### config.mk
export PLATFORM = sky130hd
export DESIGN_NAME = irq_subsys_top
export DESIGN_NICKNAME = d
export VERILOG_FILES = /design/src/verilog/irq_pkg.sv /design/src/verilog/irq_ctrl.sv /design/src/verilog/csr_unit.sv /design/src/verilog/trap_ctrl.sv /design/src/verilog/irq_subsys_top.sv
export SDC_FILE = /design/constraint.sdc
export NUM_CORES = 1
export LEC_CHECK = 0
export BUFFER_PORTS_ARGS = -buffer_cell sky130_fd_sc_hd__buf_4
export CAP_MARGIN = 10
export CORE_MARGIN = 2
export CORE_UTILIZATION = 55
export DETAILED_ROUTE_END_ITERATION = 8
export PLACE_DENSITY = 0.85
export REMOVE_ABC_BUFFERS = 1
export SLEW_MARGIN = 15
export SYNTH_ARGS = -nofsm -noshare
export SYNTH_HDL_FRONTEND = slang
export SYNTH_SLANG_ARGS = --single-unit
### constraint.sdc
create_clock -name clk -period 5.6 [get_ports clk]
set_input_delay 0.56 -clock clk [delete_from_list [all_inputs] [get_ports clk]]
set_output_delay 0.56 -clock clk [all_outputs]
set_load 0.1 [all_outputs]
### src/verilog/irq_pkg.sv
package irq_pkg;

  ////////////////////////////////////////
  // Basic types
  ////////////////////////////////////////

  typedef logic [4:0]  irq_id_t;                // Interrupt id, also the mcause code
  typedef logic [11:0] csr_addr_t;              // CSR address as in the csrrw encoding

  ////////////////////////////////////////
  // Interrupt line map
  ////////////////////////////////////////

  // Standard machine interrupt positions in mie/mip
  parameter logic [4:0] CSR_MSIX_BIT = 5'd3;    // Machine software interrupt
  parameter logic [4:0] CSR_MTIX_BIT = 5'd7;    // Machine timer interrupt
  parameter logic [4:0] CSR_MEIX_BIT = 5'd11;   // Machine external interrupt

  // Implemented lines
  // Bits 31..16 are the custom fast lines
  // Bits 11, 7 and 3 are MEI, MTI and MSI
  // All other lines are reserved and read as zero
  parameter logic [31:0] IRQ_MASK_DEFAULT = {
    16'hffff,                                   // Custom 31..16
    4'b0000,                                    // Reserved 15..12
    4'b1000,                                    // MEI at 11
    4'b1000,                                    // MTI at 7
    4'b1000                                     // MSI at 3
  };

  ////////////////////////////////////////
  // mstatus fields
  ////////////////////////////////////////

  // Only the two enable bits exist in this machine-only core
  parameter int unsigned MSTATUS_MIE_BIT  = 3;  // Global machine interrupt enable
  parameter int unsigned MSTATUS_MPIE_BIT = 7;  // MIE value saved at trap entry

  ////////////////////////////////////////
  // CSR addresses
  ////////////////////////////////////////

  // Machine trap setup
  parameter csr_addr_t CSR_MSTATUS = 12'h300;
  parameter csr_addr_t CSR_MIE     = 12'h304;
  parameter csr_addr_t CSR_MTVEC   = 12'h305;

  // Machine trap handling
  parameter csr_addr_t CSR_MEPC    = 12'h341;
  parameter csr_addr_t CSR_MCAUSE  = 12'h342;
  parameter csr_addr_t CSR_MIP     = 12'h344;   // Read only, writes are dropped

  // Any other address reads zero and ignores writes

endpackage

### src/verilog/irq_ctrl.sv
`timescale 1ns/1ns

module irq_ctrl #(
  parameter logic [31:0] IRQ_MASK = irq_pkg::IRQ_MASK_DEFAULT  // Implemented lines
) (
  input  logic              clk,
  input  logic              rst_n,

  // Level-triggered lines from outside
  input  logic [31:0]       irq_i,

  // From the CSR unit
  input  logic [31:0]       mie_i,              // Per-line enables
  input  logic              m_irq_enable_i,     // mstatus.MIE

  // To the CSR unit and trap control
  output logic [31:0]       mip_o,              // Registered pending lines
  output logic              irq_req_o,          // Interrupt may be taken
  output irq_pkg::irq_id_t  irq_id_o,           // Highest-priority pending id

  // To the outside
  output logic              irq_wu_o            // Unregistered wake-up
);

  import irq_pkg::*;

  logic [31:0] irq_q;                           // Masked lines, one cycle late
  logic [31:0] irq_qual;                        // Pending and locally enabled

  ////////////////////////////////////////
  // Line capture
  ////////////////////////////////////////

  // Everything except the wake-up works from the registered copy,
  // so there is no combinational path from irq_i to the core
  always_ff @(posedge clk or negedge rst_n) begin
    if (!rst_n) begin
      irq_q <= '0;
    end else begin
      irq_q <= irq_i & IRQ_MASK;                // Reserved lines never show up
    end
  end

  assign mip_o    = irq_q;                      // mip is the captured lines
  assign irq_qual = irq_q & mie_i;              // Local enable per line

  // Wake-up sees the raw lines, works with no clock running
  // Global enable is not part of it
  assign irq_wu_o = |(irq_i & IRQ_MASK & mie_i);

  // Request only when something is enabled and MIE is set
  assign irq_req_o = (|irq_qual) & m_irq_enable_i;

  ////////////////////////////////////////
  // Priority encoder
  ////////////////////////////////////////

  // Lowest priority first, each later match overrides
  // Final order is custom 31..16, then MEI, MSI, MTI
  always_comb begin
    irq_id_o = CSR_MTIX_BIT;                    // Default also when nothing pends
    if (irq_qual[CSR_MSIX_BIT]) begin
      irq_id_o = CSR_MSIX_BIT;
    end
    if (irq_qual[CSR_MEIX_BIT]) begin
      irq_id_o = CSR_MEIX_BIT;
    end
    for (int i = 16; i < 32; i++) begin         // Higher custom index wins
      if (irq_qual[i]) begin
        irq_id_o = irq_id_t'(i);
      end
    end
  end

endmodule

### src/verilog/csr_unit.sv
`timescale 1ns/1ns

module csr_unit #(
  parameter logic [31:0] IRQ_MASK = irq_pkg::IRQ_MASK_DEFAULT  // Writable mie bits
) (
  input  logic                clk,
  input  logic                rst_n,

  // CSR access port from the core
  input  logic                csr_we_i,         // Write strobe
  input  irq_pkg::csr_addr_t  csr_addr_i,
  input  logic [31:0]         csr_wdata_i,
  output logic [31:0]         csr_rdata_o,      // Combinational read

  // From the interrupt controller
  input  logic [31:0]         mip_i,

  // Side updates from trap control
  input  logic                take_irq_i,       // Interrupt entry strobe
  input  irq_pkg::irq_id_t    irq_id_i,         // Cause of the entry
  input  logic                do_mret_i,        // Return strobe
  input  logic [31:0]         trap_pc_i,        // Next pc at the boundary

  // CSR state to the other blocks
  output logic [31:0]         mie_o,
  output logic                mstatus_mie_o,
  output logic [31:0]         mtvec_o,
  output logic [31:0]         mepc_o
);

  import irq_pkg::*;

  logic        mstatus_mie_q;                   // Global enable
  logic        mstatus_mpie_q;                  // Saved enable
  logic [31:0] mie_q;
  logic [31:0] mtvec_q;                         // Base in 31:2, mode in 1:0
  logic [31:0] mepc_q;
  logic [31:0] mcause_q;

  logic        mstatus_we;                      // Port write decode
  logic        mie_we;
  logic        mtvec_we;
  logic        mepc_we;
  logic        mcause_we;

  logic [31:0] mstatus_rd;                      // mstatus as seen by a read

  ////////////////////////////////////////
  // Write decode
  ////////////////////////////////////////

  // One strobe per register, unknown addresses hit nothing
  always_comb begin
    mstatus_we = 1'b0;
    mie_we     = 1'b0;
    mtvec_we   = 1'b0;
    mepc_we    = 1'b0;
    mcause_we  = 1'b0;
    if (csr_we_i) begin
      case (csr_addr_i)
        CSR_MSTATUS: mstatus_we = 1'b1;
        CSR_MIE:     mie_we     = 1'b1;
        CSR_MTVEC:   mtvec_we   = 1'b1;
        CSR_MEPC:    mepc_we    = 1'b1;
        CSR_MCAUSE:  mcause_we  = 1'b1;
        default: ;                              // mip and others are read only
      endcase
    end
  end

  ////////////////////////////////////////
  // Registers
  ////////////////////////////////////////

  // mstatus, trap entry and mret take precedence over the port
  always_ff @(posedge clk or negedge rst_n) begin
    if (!rst_n) begin
      mstatus_mie_q  <= 1'b0;                   // Interrupts start disabled
      mstatus_mpie_q <= 1'b0;
    end else if (take_irq_i) begin
      mstatus_mpie_q <= mstatus_mie_q;          // Save current enable
      mstatus_mie_q  <= 1'b0;                   // Handler runs with MIE off
    end else if (do_mret_i) begin
      mstatus_mie_q  <= mstatus_mpie_q;         // Restore
      mstatus_mpie_q <= 1'b1;
    end else if (mstatus_we) begin
      mstatus_mie_q  <= csr_wdata_i[MSTATUS_MIE_BIT];
      mstatus_mpie_q <= csr_wdata_i[MSTATUS_MPIE_BIT];
    end
  end

  // Port-only registers
  always_ff @(posedge clk or negedge rst_n) begin
    if (!rst_n) begin
      mie_q   <= '0;
      mtvec_q <= '0;
    end else begin
      if (mie_we) begin
        mie_q <= csr_wdata_i & IRQ_MASK;        // Unimplemented bits stay zero
      end
      if (mtvec_we) begin
        // Mode 1 is vectored, anything else falls back to direct
        mtvec_q <= {csr_wdata_i[31:2], 1'b0, (csr_wdata_i[1:0] == 2'b01)};
      end
    end
  end

  // mepc and mcause, written by trap entry or by the port
  always_ff @(posedge clk or negedge rst_n) begin
    if (!rst_n) begin
      mepc_q   <= '0;
      mcause_q <= '0;
    end else if (take_irq_i) begin
      mepc_q   <= {trap_pc_i[31:1], 1'b0};
      mcause_q <= {1'b1, 26'd0, irq_id_i};      // Interrupt flag plus id
    end else begin
      if (mepc_we) begin
        mepc_q <= {csr_wdata_i[31:1], 1'b0};    // Halfword aligned at least
      end
      if (mcause_we) begin
        mcause_q <= {csr_wdata_i[31], 26'd0, csr_wdata_i[4:0]};
      end
    end
  end

  ////////////////////////////////////////
  // Read mux
  ////////////////////////////////////////

  always_comb begin
    mstatus_rd                   = '0;          // Other fields hardwired low
    mstatus_rd[MSTATUS_MIE_BIT]  = mstatus_mie_q;
    mstatus_rd[MSTATUS_MPIE_BIT] = mstatus_mpie_q;
  end

  always_comb begin
    case (csr_addr_i)
      CSR_MSTATUS: csr_rdata_o = mstatus_rd;
      CSR_MIE:     csr_rdata_o = mie_q;
      CSR_MTVEC:   csr_rdata_o = mtvec_q;
      CSR_MEPC:    csr_rdata_o = mepc_q;
      CSR_MCAUSE:  csr_rdata_o = mcause_q;
      CSR_MIP:     csr_rdata_o = mip_i;         // Live pending lines
      default:     csr_rdata_o = '0;            // Unknown address
    endcase
  end

  // State out to the other blocks
  assign mie_o         = mie_q;
  assign mstatus_mie_o = mstatus_mie_q;
  assign mtvec_o       = mtvec_q;
  assign mepc_o        = mepc_q;

endmodule

### src/verilog/trap_ctrl.sv
`timescale 1ns/1ns

module trap_ctrl (
  input  logic              clk,
  input  logic              rst_n,

  // Boundary interface from the core
  input  logic              boundary_i,         // Core can be interrupted now
  input  logic              mret_i,             // Only valid with boundary_i
  input  logic [31:0]       pc_i,               // Next instruction address

  // From the interrupt controller
  input  logic              irq_req_i,          // Already globally qualified
  input  irq_pkg::irq_id_t  irq_id_i,

  // From the CSR unit
  input  logic [31:0]       mtvec_i,
  input  logic [31:0]       mepc_i,

  // Side update strobes to the CSR unit
  output logic              take_irq_o,
  output logic              do_mret_o,

  // Redirect to the core, one cycle after the boundary
  output logic              redirect_o,
  output logic [31:0]       redirect_pc_o,
  output logic [31:0]       redirect_cause_o
);

  logic [31:0] mtvec_base;                      // mtvec with mode bits cleared
  logic [31:0] vec_offset;                      // Four times the id
  logic [31:0] irq_target;                      // Handler address
  logic [31:0] target_d;                        // Next redirect pc
  logic [31:0] cause_d;                         // Next redirect cause
  logic        redirect_d;

  logic        redirect_q;
  logic [31:0] redirect_pc_q;
  logic [31:0] redirect_cause_q;

  ////////////////////////////////////////
  // Decision
  ////////////////////////////////////////

  // Interrupt wins, a dropped mret gets presented again by the core
  assign take_irq_o = boundary_i & irq_req_i;
  assign do_mret_o  = boundary_i & mret_i & ~irq_req_i;
  assign redirect_d = take_irq_o | do_mret_o;

  ////////////////////////////////////////
  // Target and cause
  ////////////////////////////////////////

  assign mtvec_base = {mtvec_i[31:2], 2'b00};
  assign vec_offset = {25'd0, irq_id_i, 2'b00};

  // Mode 1 jumps into the vector table, mode 0 to the base
  assign irq_target = (mtvec_i[1:0] == 2'b01) ? (mtvec_base + vec_offset)
                                              : mtvec_base;

  always_comb begin
    if (take_irq_o) begin
      target_d = irq_target;
      cause_d  = {1'b1, 26'd0, irq_id_i};       // Interrupt flag plus id
    end else begin
      target_d = mepc_i;                        // mret returns to mepc
      cause_d  = '0;
    end
  end

  ////////////////////////////////////////
  // Redirect registers
  ////////////////////////////////////////

  // Strobe is high for one cycle per decision
  always_ff @(posedge clk or negedge rst_n) begin
    if (!rst_n) begin
      redirect_q <= 1'b0;
    end else begin
      redirect_q <= redirect_d;
    end
  end

  // Payload only loads on a decision
  always_ff @(posedge clk) begin
    if (redirect_d) begin
      redirect_pc_q    <= target_d;
      redirect_cause_q <= cause_d;
    end
  end

  assign redirect_o       = redirect_q;
  assign redirect_pc_o    = redirect_pc_q;
  assign redirect_cause_o = redirect_cause_q;

endmodule

### src/verilog/irq_subsys_top.sv
`timescale 1ns/1ns

module irq_subsys_top #(
  parameter logic [31:0] IRQ_MASK = irq_pkg::IRQ_MASK_DEFAULT  // Implemented lines
) (
  input  logic                clk,
  input  logic                rst_n,

  // Interrupt lines and wake-up
  input  logic [31:0]         irq_i,
  output logic                irq_wu_o,

  // CSR port
  input  logic                csr_we_i,
  input  irq_pkg::csr_addr_t  csr_addr_i,
  input  logic [31:0]         csr_wdata_i,
  output logic [31:0]         csr_rdata_o,

  // Core boundary
  input  logic                boundary_i,
  input  logic                mret_i,
  input  logic [31:0]         pc_i,

  // Redirect to the core
  output logic                redirect_o,
  output logic [31:0]         redirect_pc_o,
  output logic [31:0]         redirect_cause_o
);

  import irq_pkg::*;

  logic [31:0] mip;                             // Captured lines
  logic        irq_req;
  irq_id_t     irq_id;
  logic [31:0] mie;
  logic        mstatus_mie;                     // Global enable
  logic [31:0] mtvec;
  logic [31:0] mepc;
  logic        take_irq;                        // Entry strobe
  logic        do_mret;                         // Return strobe

  ////////////////////////////////////////
  // Blocks
  ////////////////////////////////////////

  irq_ctrl #(
    .IRQ_MASK       (IRQ_MASK)
  ) irq_ctrl_inst (
    .clk            (clk),
    .rst_n          (rst_n),
    .irq_i          (irq_i),
    .mie_i          (mie),
    .m_irq_enable_i (mstatus_mie),
    .mip_o          (mip),
    .irq_req_o      (irq_req),
    .irq_id_o       (irq_id),
    .irq_wu_o       (irq_wu_o)
  );

  csr_unit #(
    .IRQ_MASK       (IRQ_MASK)                  // Same mask limits mie
  ) csr_unit_inst (
    .clk            (clk),
    .rst_n          (rst_n),
    .csr_we_i       (csr_we_i),
    .csr_addr_i     (csr_addr_i),
    .csr_wdata_i    (csr_wdata_i),
    .csr_rdata_o    (csr_rdata_o),
    .mip_i          (mip),
    .take_irq_i     (take_irq),
    .irq_id_i       (irq_id),
    .do_mret_i      (do_mret),
    .trap_pc_i      (pc_i),                     // mepc source at entry
    .mie_o          (mie),
    .mstatus_mie_o  (mstatus_mie),
    .mtvec_o        (mtvec),
    .mepc_o         (mepc)
  );

  trap_ctrl trap_ctrl_inst (
    .clk              (clk),
    .rst_n            (rst_n),
    .boundary_i       (boundary_i),
    .mret_i           (mret_i),
    .pc_i             (pc_i),
    .irq_req_i        (irq_req),
    .irq_id_i         (irq_id),
    .mtvec_i          (mtvec),
    .mepc_i           (mepc),
    .take_irq_o       (take_irq),
    .do_mret_o        (do_mret),
    .redirect_o       (redirect_o),
    .redirect_pc_o    (redirect_pc_o),
    .redirect_cause_o (redirect_cause_o)
  );

endmodule

==> impl_metrics.env, run 1 <==
export IMPL_period_share=0.699
export IMPL_drc=0
export IMPL_dpl_hpwl_um=14500
export IMPL_seqCellArea_um2=3840
export IMPL_die_area_um2=15200
export IMPL_path_class="reg -> reg"
export IMPL_synth_edf_count=37
export IMPL_slew_headroom=0.227
export IMPL_post_route_util=0.694
export IMPL_layout_common_cells="buf_4, dfrtp_1, nand2_1"
export IMPL_ant_nets=0
export IMPL_yosysTopAreaCellShare=0.348
export IMPL_clk_pin_slew_worst_paths_ns=0.06
export IMPL_fp_dieH_um=123
export IMPL_status="finished, final reports clean"
export IMPL_peakVddDrop_v=0.000261
export IMPL_ioPinCount=211
export IMPL_final_setup_viol_count=0
export IMPL_clockRootBuffer="clkbuf_16"
export IMPL_synth_seq_area_share=0.490
export IMPL_ctsHoldBuffers=0
export IMPL_grt_overflow=0
export IMPL_portBuffers=169
export IMPL_synthTopCellsByArea="dfrtp_1, edfxtp_1, mux2_2"
export IMPL_finalSetupTns_ns=0
export IMPL_top_layer_used="met4"
export IMPL_diodes=0
export IMPL_static_leakage_power_nw=4.63
export IMPL_critPathCaptureType="flip-flop"
export IMPL_netlist_area_um2=7830
export IMPL_synth_seq_cells=146
export IMPL_async_reset_ff_frac=0.747
export IMPL_grt_pass1_wl_um=33800
export IMPL_dr_pass1_iters=6
export IMPL_syn_avg_cell_area_um2=11.1
export IMPL_fmax_mhz=255
export IMPL_wl_met1_um=8650
export IMPL_rows=43
export IMPL_fin_skew_ns=0.00875
export IMPL_design_area_um2=9630
export IMPL_drt_iter0_drc=697
export IMPL_crit_required_ns=5.84
export IMPL_finalHoldViolCount=0
export IMPL_grt_pass1_vias=6424
export IMPL_mostFrequentLayoutCell="buf_4"
export IMPL_syn_to_final_growth_pct=23.0
export IMPL_met3WireLength_um=2210
export IMPL_power_w=0.00293
export IMPL_cts_made_buffers=17
export IMPL_cts_max_path_buffers=2
export IMPL_rsz0062_at_grt="false"
export IMPL_htreeDepth=4
export IMPL_routedWlPerCell_um=20.6
export IMPL_layout_drive_gt1_share=0.312
export IMPL_p_per_area_nw_per_um2=304
export IMPL_drv_slew=0
export IMPL_yosysUniqueCellTypes=69
export IMPL_routed_wl_met2_um=10300
export IMPL_gp_congestion=0.908
export IMPL_cap_violations=0
export IMPL_post_cts_setup_buffers=0
export IMPL_synth_top_area_cell="dfrtp_1"
export IMPL_nFillCells=1058
export IMPL_cp_max_fo=11
export IMPL_dpl_instance_area_um2=9070
export IMPL_grt_total_usage=0.295
export IMPL_yosysWarningCount=0
export IMPL_routed_wl_um=21700
export IMPL_grt_max_degree=58
export IMPL_layout_min_cycle_time_ns=3.92
export IMPL_multi_input_area_um2=3620
export IMPL_core_area_um2=13900
export IMPL_initial_core_util=0.564
export IMPL_nets=981
export IMPL_worstMarginPinSlew_ns=1.16
export IMPL_synth_flop_cell="dfrtp_1"
export IMPL_avgViaCountPerCell=6.12
export IMPL_hp_class="in -> async"
export IMPL_ctsResizeCount=0
export IMPL_antenna_found_initial=0
export IMPL_tritoncts="yes"
export IMPL_die_w_um=123
export IMPL_insertion_delay_ns=0.43
export IMPL_crit_path_start_kind="flip-flop"
export IMPL_netlist_instances=703
export IMPL_vias=6457
export IMPL_cts_sinks=146
export IMPL_critical_path_arrival_ns=4.16
==> stage by stage <==
stage          std cells  hold WS (ns)  setup WS (ns)
4_1_cts             1055         0.208           1.80
2_1_floorplan        665         0.264           1.98
3_5_place_dp        1023         0.508           1.87
3_3_place_gp        1023         0.490           1.99
6_report            1055         0.178           1.68
5_1_grt             1055         0.238           1.56
==> state kept, by name (all words and copies together) (netlist names) <==
name / flops
csr_unit_inst.mstatus_mie_o: 1
trap_ctrl_inst.redirect_pc_o: 31
trap_ctrl_inst.redirect_cause_o: 6
csr_unit_inst.mcause_q: 6
irq_ctrl_inst.mip_o: 19
csr_unit_inst.mie_o: 19
csr_unit_inst.mtvec_o: 31
trap_ctrl_inst.redirect_o: 1
csr_unit_inst.mepc_o: 31
csr_unit_inst.mstatus_mpie_q: 1
==> layout make-up <==
cell class	count	area share
sequential	146	0.398
tap	180	0.0234
timing repair buffer	178	0.139
clock inverter	4	0.00494
multi-input combinational	507	0.376
inverter	12	0.00468
clock buffer	28	0.0536
==> kinds of logic (layout without fill, tap and decap cells) <==
logic type                 count (synthesis)  after routing  share of synthesized area
DFF                                      146            146                      0.490
AOI/OAI and AO/OA                        178            178                      0.161
buffers and inverters                     76            222                     0.0594
other                                      1             27                   0.000479
xor gates and xnor gates                  21             21                     0.0235
and+or+nand+nor                          185            185                      0.128
adders and majority gates                  6              6                     0.0105
muxes                                     90             90                      0.128
==> path summary, 6_finish.rpt <==
path                                       startpoint                                to  slack (ns)  cells past startpoint
hold / removal                                  rst_n          csr_unit_inst.mepc_o[27]        0.18                      1
min in group clk                            irq_i[20]           irq_ctrl_inst.mip_o[20]        0.25                      1
setup / recovery              csr_unit_inst.mie_o[17]  trap_ctrl_inst.redirect_pc_o[28]        1.68                     13
setup reg to reg              csr_unit_inst.mie_o[17]  trap_ctrl_inst.redirect_pc_o[28]        1.68                     13
max in group asynchronous                       rst_n           csr_unit_inst.mepc_o[9]        4.20                      2
hold reg to reg            csr_unit_inst.mcause_q[31]        csr_unit_inst.mcause_q[31]        0.52                      2
==> layer usage <==
metal  vias to the layer above  track usage
met5                         -            0
met4                         0        0.122
met3                        53       0.0618
met2                       397        0.472
met1                      3104        0.393
li1                       2903            -
==> critical path: stages (launching register included) <==
cell and delay [ns]:
dfrtp_1 0.41, nand2_1 0.08, a32oi_1 0.19, o21ai_0 0.15
o2111a_1 0.32, nor2_1 0.20, ha_1 0.24, inv_1 0.07
fa_1 0.40, nor2b_1 0.18, o31a_1 0.54, o211ai_2 0.23
or4_1 0.45, a31oi_1 0.26
==> power breakdown <==
part	switching [W]	internal, W
Sequential	0.0000747	0.00122
Combinational	0.000393	0.000150
Clock	0.000423	0.000669
==> synth_stat cells (all sizes together) (5+ instances only) <==
cell,count
a221o,8
a222oi,12
a22o,21
a22oi,23
a31oi,10
and2,5
and3,6
buf,52
clkbuf,12
dfrtp,109
edfxtp,37
ha,5
inv,12
mux2,49
mux2i,41
nand2,95
nand3,22
nand4,8
nor2,20
o2111ai,5
o211ai,7
o21ai,66
xor2,18
No activity file was read; power rests on OpenSTA's default activity.
==> run 2, diff against run 1 <==
--- a/config.mk
+++ b/config.mk
@@ -8,9 +8,9 @@
 export BUFFER_PORTS_ARGS = -buffer_cell sky130_fd_sc_hd__buf_4
 export CAP_MARGIN = 10
 export CORE_MARGIN = 2
-export CORE_UTILIZATION = 55
+export CORE_UTILIZATION = 48
 export DETAILED_ROUTE_END_ITERATION = 8
-export PLACE_DENSITY = 0.85
+export PLACE_DENSITY = 0.79
 export REMOVE_ABC_BUFFERS = 1
 export SLEW_MARGIN = 15
 export SYNTH_ARGS = -nofsm -noshare
==> constraint.sdc (replaced) <==
create_clock -name clk -period 3.5 [get_ports clk]
set_input_delay 0.35 -clock clk [delete_from_list [all_inputs] [get_ports clk]]
set_output_delay 0.35 -clock clk [all_outputs]
set_load 0.1 [all_outputs]
==> run 2 against run 1 <==
  * Critical path depth increased by 1
  * Count of clock-buffer cells in the layout decreased by 4
  * Routed wire length increased by 4.6%
  * First-iteration DRC count decreased by 9.8%
  * Non-clock buffer count increased by 14
  * Largest cell class unchanged
  * Flip-flop and latch count unchanged
==> impl_metrics.env, run 2 (synthesis gave the netlist of run 1 again) <==
export IMPL_drv_slew=0
export IMPL_slew_headroom=0.276
export IMPL_drt_iter0_drc=629
export IMPL_static_leakage_power_nw=4.74
export IMPL_final_setup_viol_count=0
export IMPL_reg2reg_from="csr_unit_inst.mie_o[17]"
export IMPL_tritoncts="yes"
export IMPL_pre_cts_slack_ns=0.142
export IMPL_htreeDepth=4
export IMPL_cp_max_fo=5
export IMPL_p_clk_frac=0.394
export IMPL_layout_common_cells="buf_4, dfrtp_1, nand2_1"
export IMPL_die_area_um2=17400
export IMPL_cts_max_path_buffers=2
export IMPL_grt_max_degree=58
export IMPL_dpl_hpwl_um=15200
export IMPL_holdPathEnd="irq_ctrl_inst.mip_o[31]"
export IMPL_hold_depth=1
export IMPL_critical_path_arrival_ns=3.72
export IMPL_crit_path_start_kind="flip-flop"
export IMPL_die_w_um=132
export IMPL_mostFrequentLayoutCell="buf_4"
export IMPL_portBuffers=169
export IMPL_ioPinCount=211
export IMPL_finalHoldViolCount=0
export IMPL_clockRootBuffer="clkbuf_16"
export IMPL_period_share=0.984
export IMPL_peakVddDrop_v=0.000362
export IMPL_hp_class="in -> reg"
export IMPL_reg2regPathDepth=14
export IMPL_nFillCells=1308
export IMPL_avgViaCountPerCell=5.87
export IMPL_routedWlPerCell_um=20.6
export IMPL_diodes=0
export IMPL_layout_min_cycle_time_ns=3.44
export IMPL_fp_dieH_um=132
export IMPL_setup_ws_ns=0.0563
export IMPL_ff2ff_setup_slack_ns=0.06
export IMPL_power_switching_w=0.00145
export IMPL_p_seq_frac=0.427
export IMPL_hp_start="irq_i[31]"
export IMPL_grt_total_usage=0.261
export IMPL_grt_overflow=0
export IMPL_antenna_found_initial=0
export IMPL_cts_made_buffers=17
export IMPL_status="finished, final reports clean"
export IMPL_holdWs_ns=0.0335
export IMPL_clk_pin_slew_worst_paths_ns=0.06
export IMPL_swShare=0.299
export IMPL_intPower_w=0.00339
export IMPL_r2r_end="trap_ctrl_inst.redirect_pc_o[28]"
export IMPL_p_per_area_nw_per_um2=489
export IMPL_drc=0
export IMPL_rows=46
export IMPL_crit_required_ns=3.77
export IMPL_fmax_mhz=290
export IMPL_cap_violations=0
export IMPL_routed_wl_um=22700
export IMPL_grt_pass1_wl_um=35300
export IMPL_path_class="reg -> reg"
export IMPL_cts_sinks=146
export IMPL_vias=6481
export IMPL_power_w=0.00484
export IMPL_gp_congestion=0.863
export IMPL_insertion_delay_ns=0.43
export IMPL_combPwrFrac=0.179
export IMPL_core_area_um2=15900
export IMPL_syn_to_final_growth_pct=26.5
export IMPL_fin_skew_ns=0.0108
export IMPL_worstMarginPinSlew_ns=1.09
export IMPL_ant_nets=0
export IMPL_grt_pass1_vias=6521
export IMPL_dr_pass1_iters=6
export IMPL_critPathCaptureType="flip-flop"
export IMPL_layout_drive_gt1_share=0.332
export IMPL_initial_core_util=0.491
export IMPL_nets=995
run 2: cell types whose count changed in the layout (fill, tap and decap cells not counted), moves of 2 or more:
cell and change:
clkinv_2 +2, clkbuf_16 +2, clkbuf_1 -5, buf_4 +10, buf_12 +2
run 2: worst max-delay path by stage:
stage | start | to | slack, ns
floorplan | csr_addr_i[6] | csr_rdata_o[7] | 0.30
global placement | csr_unit_inst.mie_o[17] | trap_ctrl_inst.redirect_pc_o[28] | 0.26
detailed placement | csr_unit_inst.mie_o[17] | trap_ctrl_inst.redirect_pc_o[28] | 0.14
CTS | csr_unit_inst.mie_o[17] | trap_ctrl_inst.redirect_pc_o[28] | 0.002
global route | csr_unit_inst.mie_o[17] | trap_ctrl_inst.redirect_pc_o[16] | -0.02
finish | csr_unit_inst.mie_o[17] | trap_ctrl_inst.redirect_pc_o[28] | 0.06
run 2: per-stage QoR:
stage          instances  instance area, um2  utilization  TNS, ns
3_3_place_gp        1069                9220        0.578        0
2_1_floorplan        665                7510            -        0
4_1_cts             1102                9850        0.618        0
3_5_place_dp        1069                9220        0.578        0
6_report            1105                9900        0.621        0
5_1_grt             1105                9900        0.621  -0.0519
run 2: repair_timing:
item,4_1_cts,5_1_grt
setup buffers,0,3
hold buffers,1,0
setup endpoints to repair,0,12
hold endpoints to repair,4,0
resized for setup,0,6
run 2: worst max-delay path: stages, from the launching register on:
cell and delay, ns:
dfrtp_1 0.41, nand2_1 0.08, a32oi_1 0.20, o21ai_0 0.13
o2111a_1 0.33, nor2_1 0.19, ha_2 0.26, inv_1 0.07
fa_1 0.41, nor2b_2 0.15, o31a_1 0.14, buf_4 0.16
o211ai_4 0.11, or4_1 0.43, a31oi_1 0.20
run 2: per-layer routing:
layer	routed length (um)	up-vias	global-route usage
met5	0	-	0
met3	2000	39	0.0733
met4	436	0	0.0990
met2	11200	315	0.437
li1	-	2935	-
met1	9080	3192	0.324
run 2: power by group through the flow:
stage          clock network [W]  logic (W)  registers (W)
2_1_floorplan                  0   0.000349        0.00233
3_3_place_gp                   0   0.000844        0.00209
3_5_place_dp                   0   0.000863        0.00209
4_1_cts                  0.00192   0.000867        0.00207
5_1_grt                  0.00200   0.000925        0.00209
6_report                 0.00191   0.000866        0.00207
run 2: layout make-up:
type / count / area [um2] / area share
Timing Repair Buffer: 192 / 1470 / 0.149
Clock buffer: 24 / 534 / 0.0540
Inverter: 12 / 45.0 / 0.00455
Tap cell: 216 / 270 / 0.0273
Clock inverter: 8 / 95.1 / 0.00960
Sequential cell: 146 / 3840 / 0.388
Multi-Input combinational cell: 507 / 3650 / 0.368
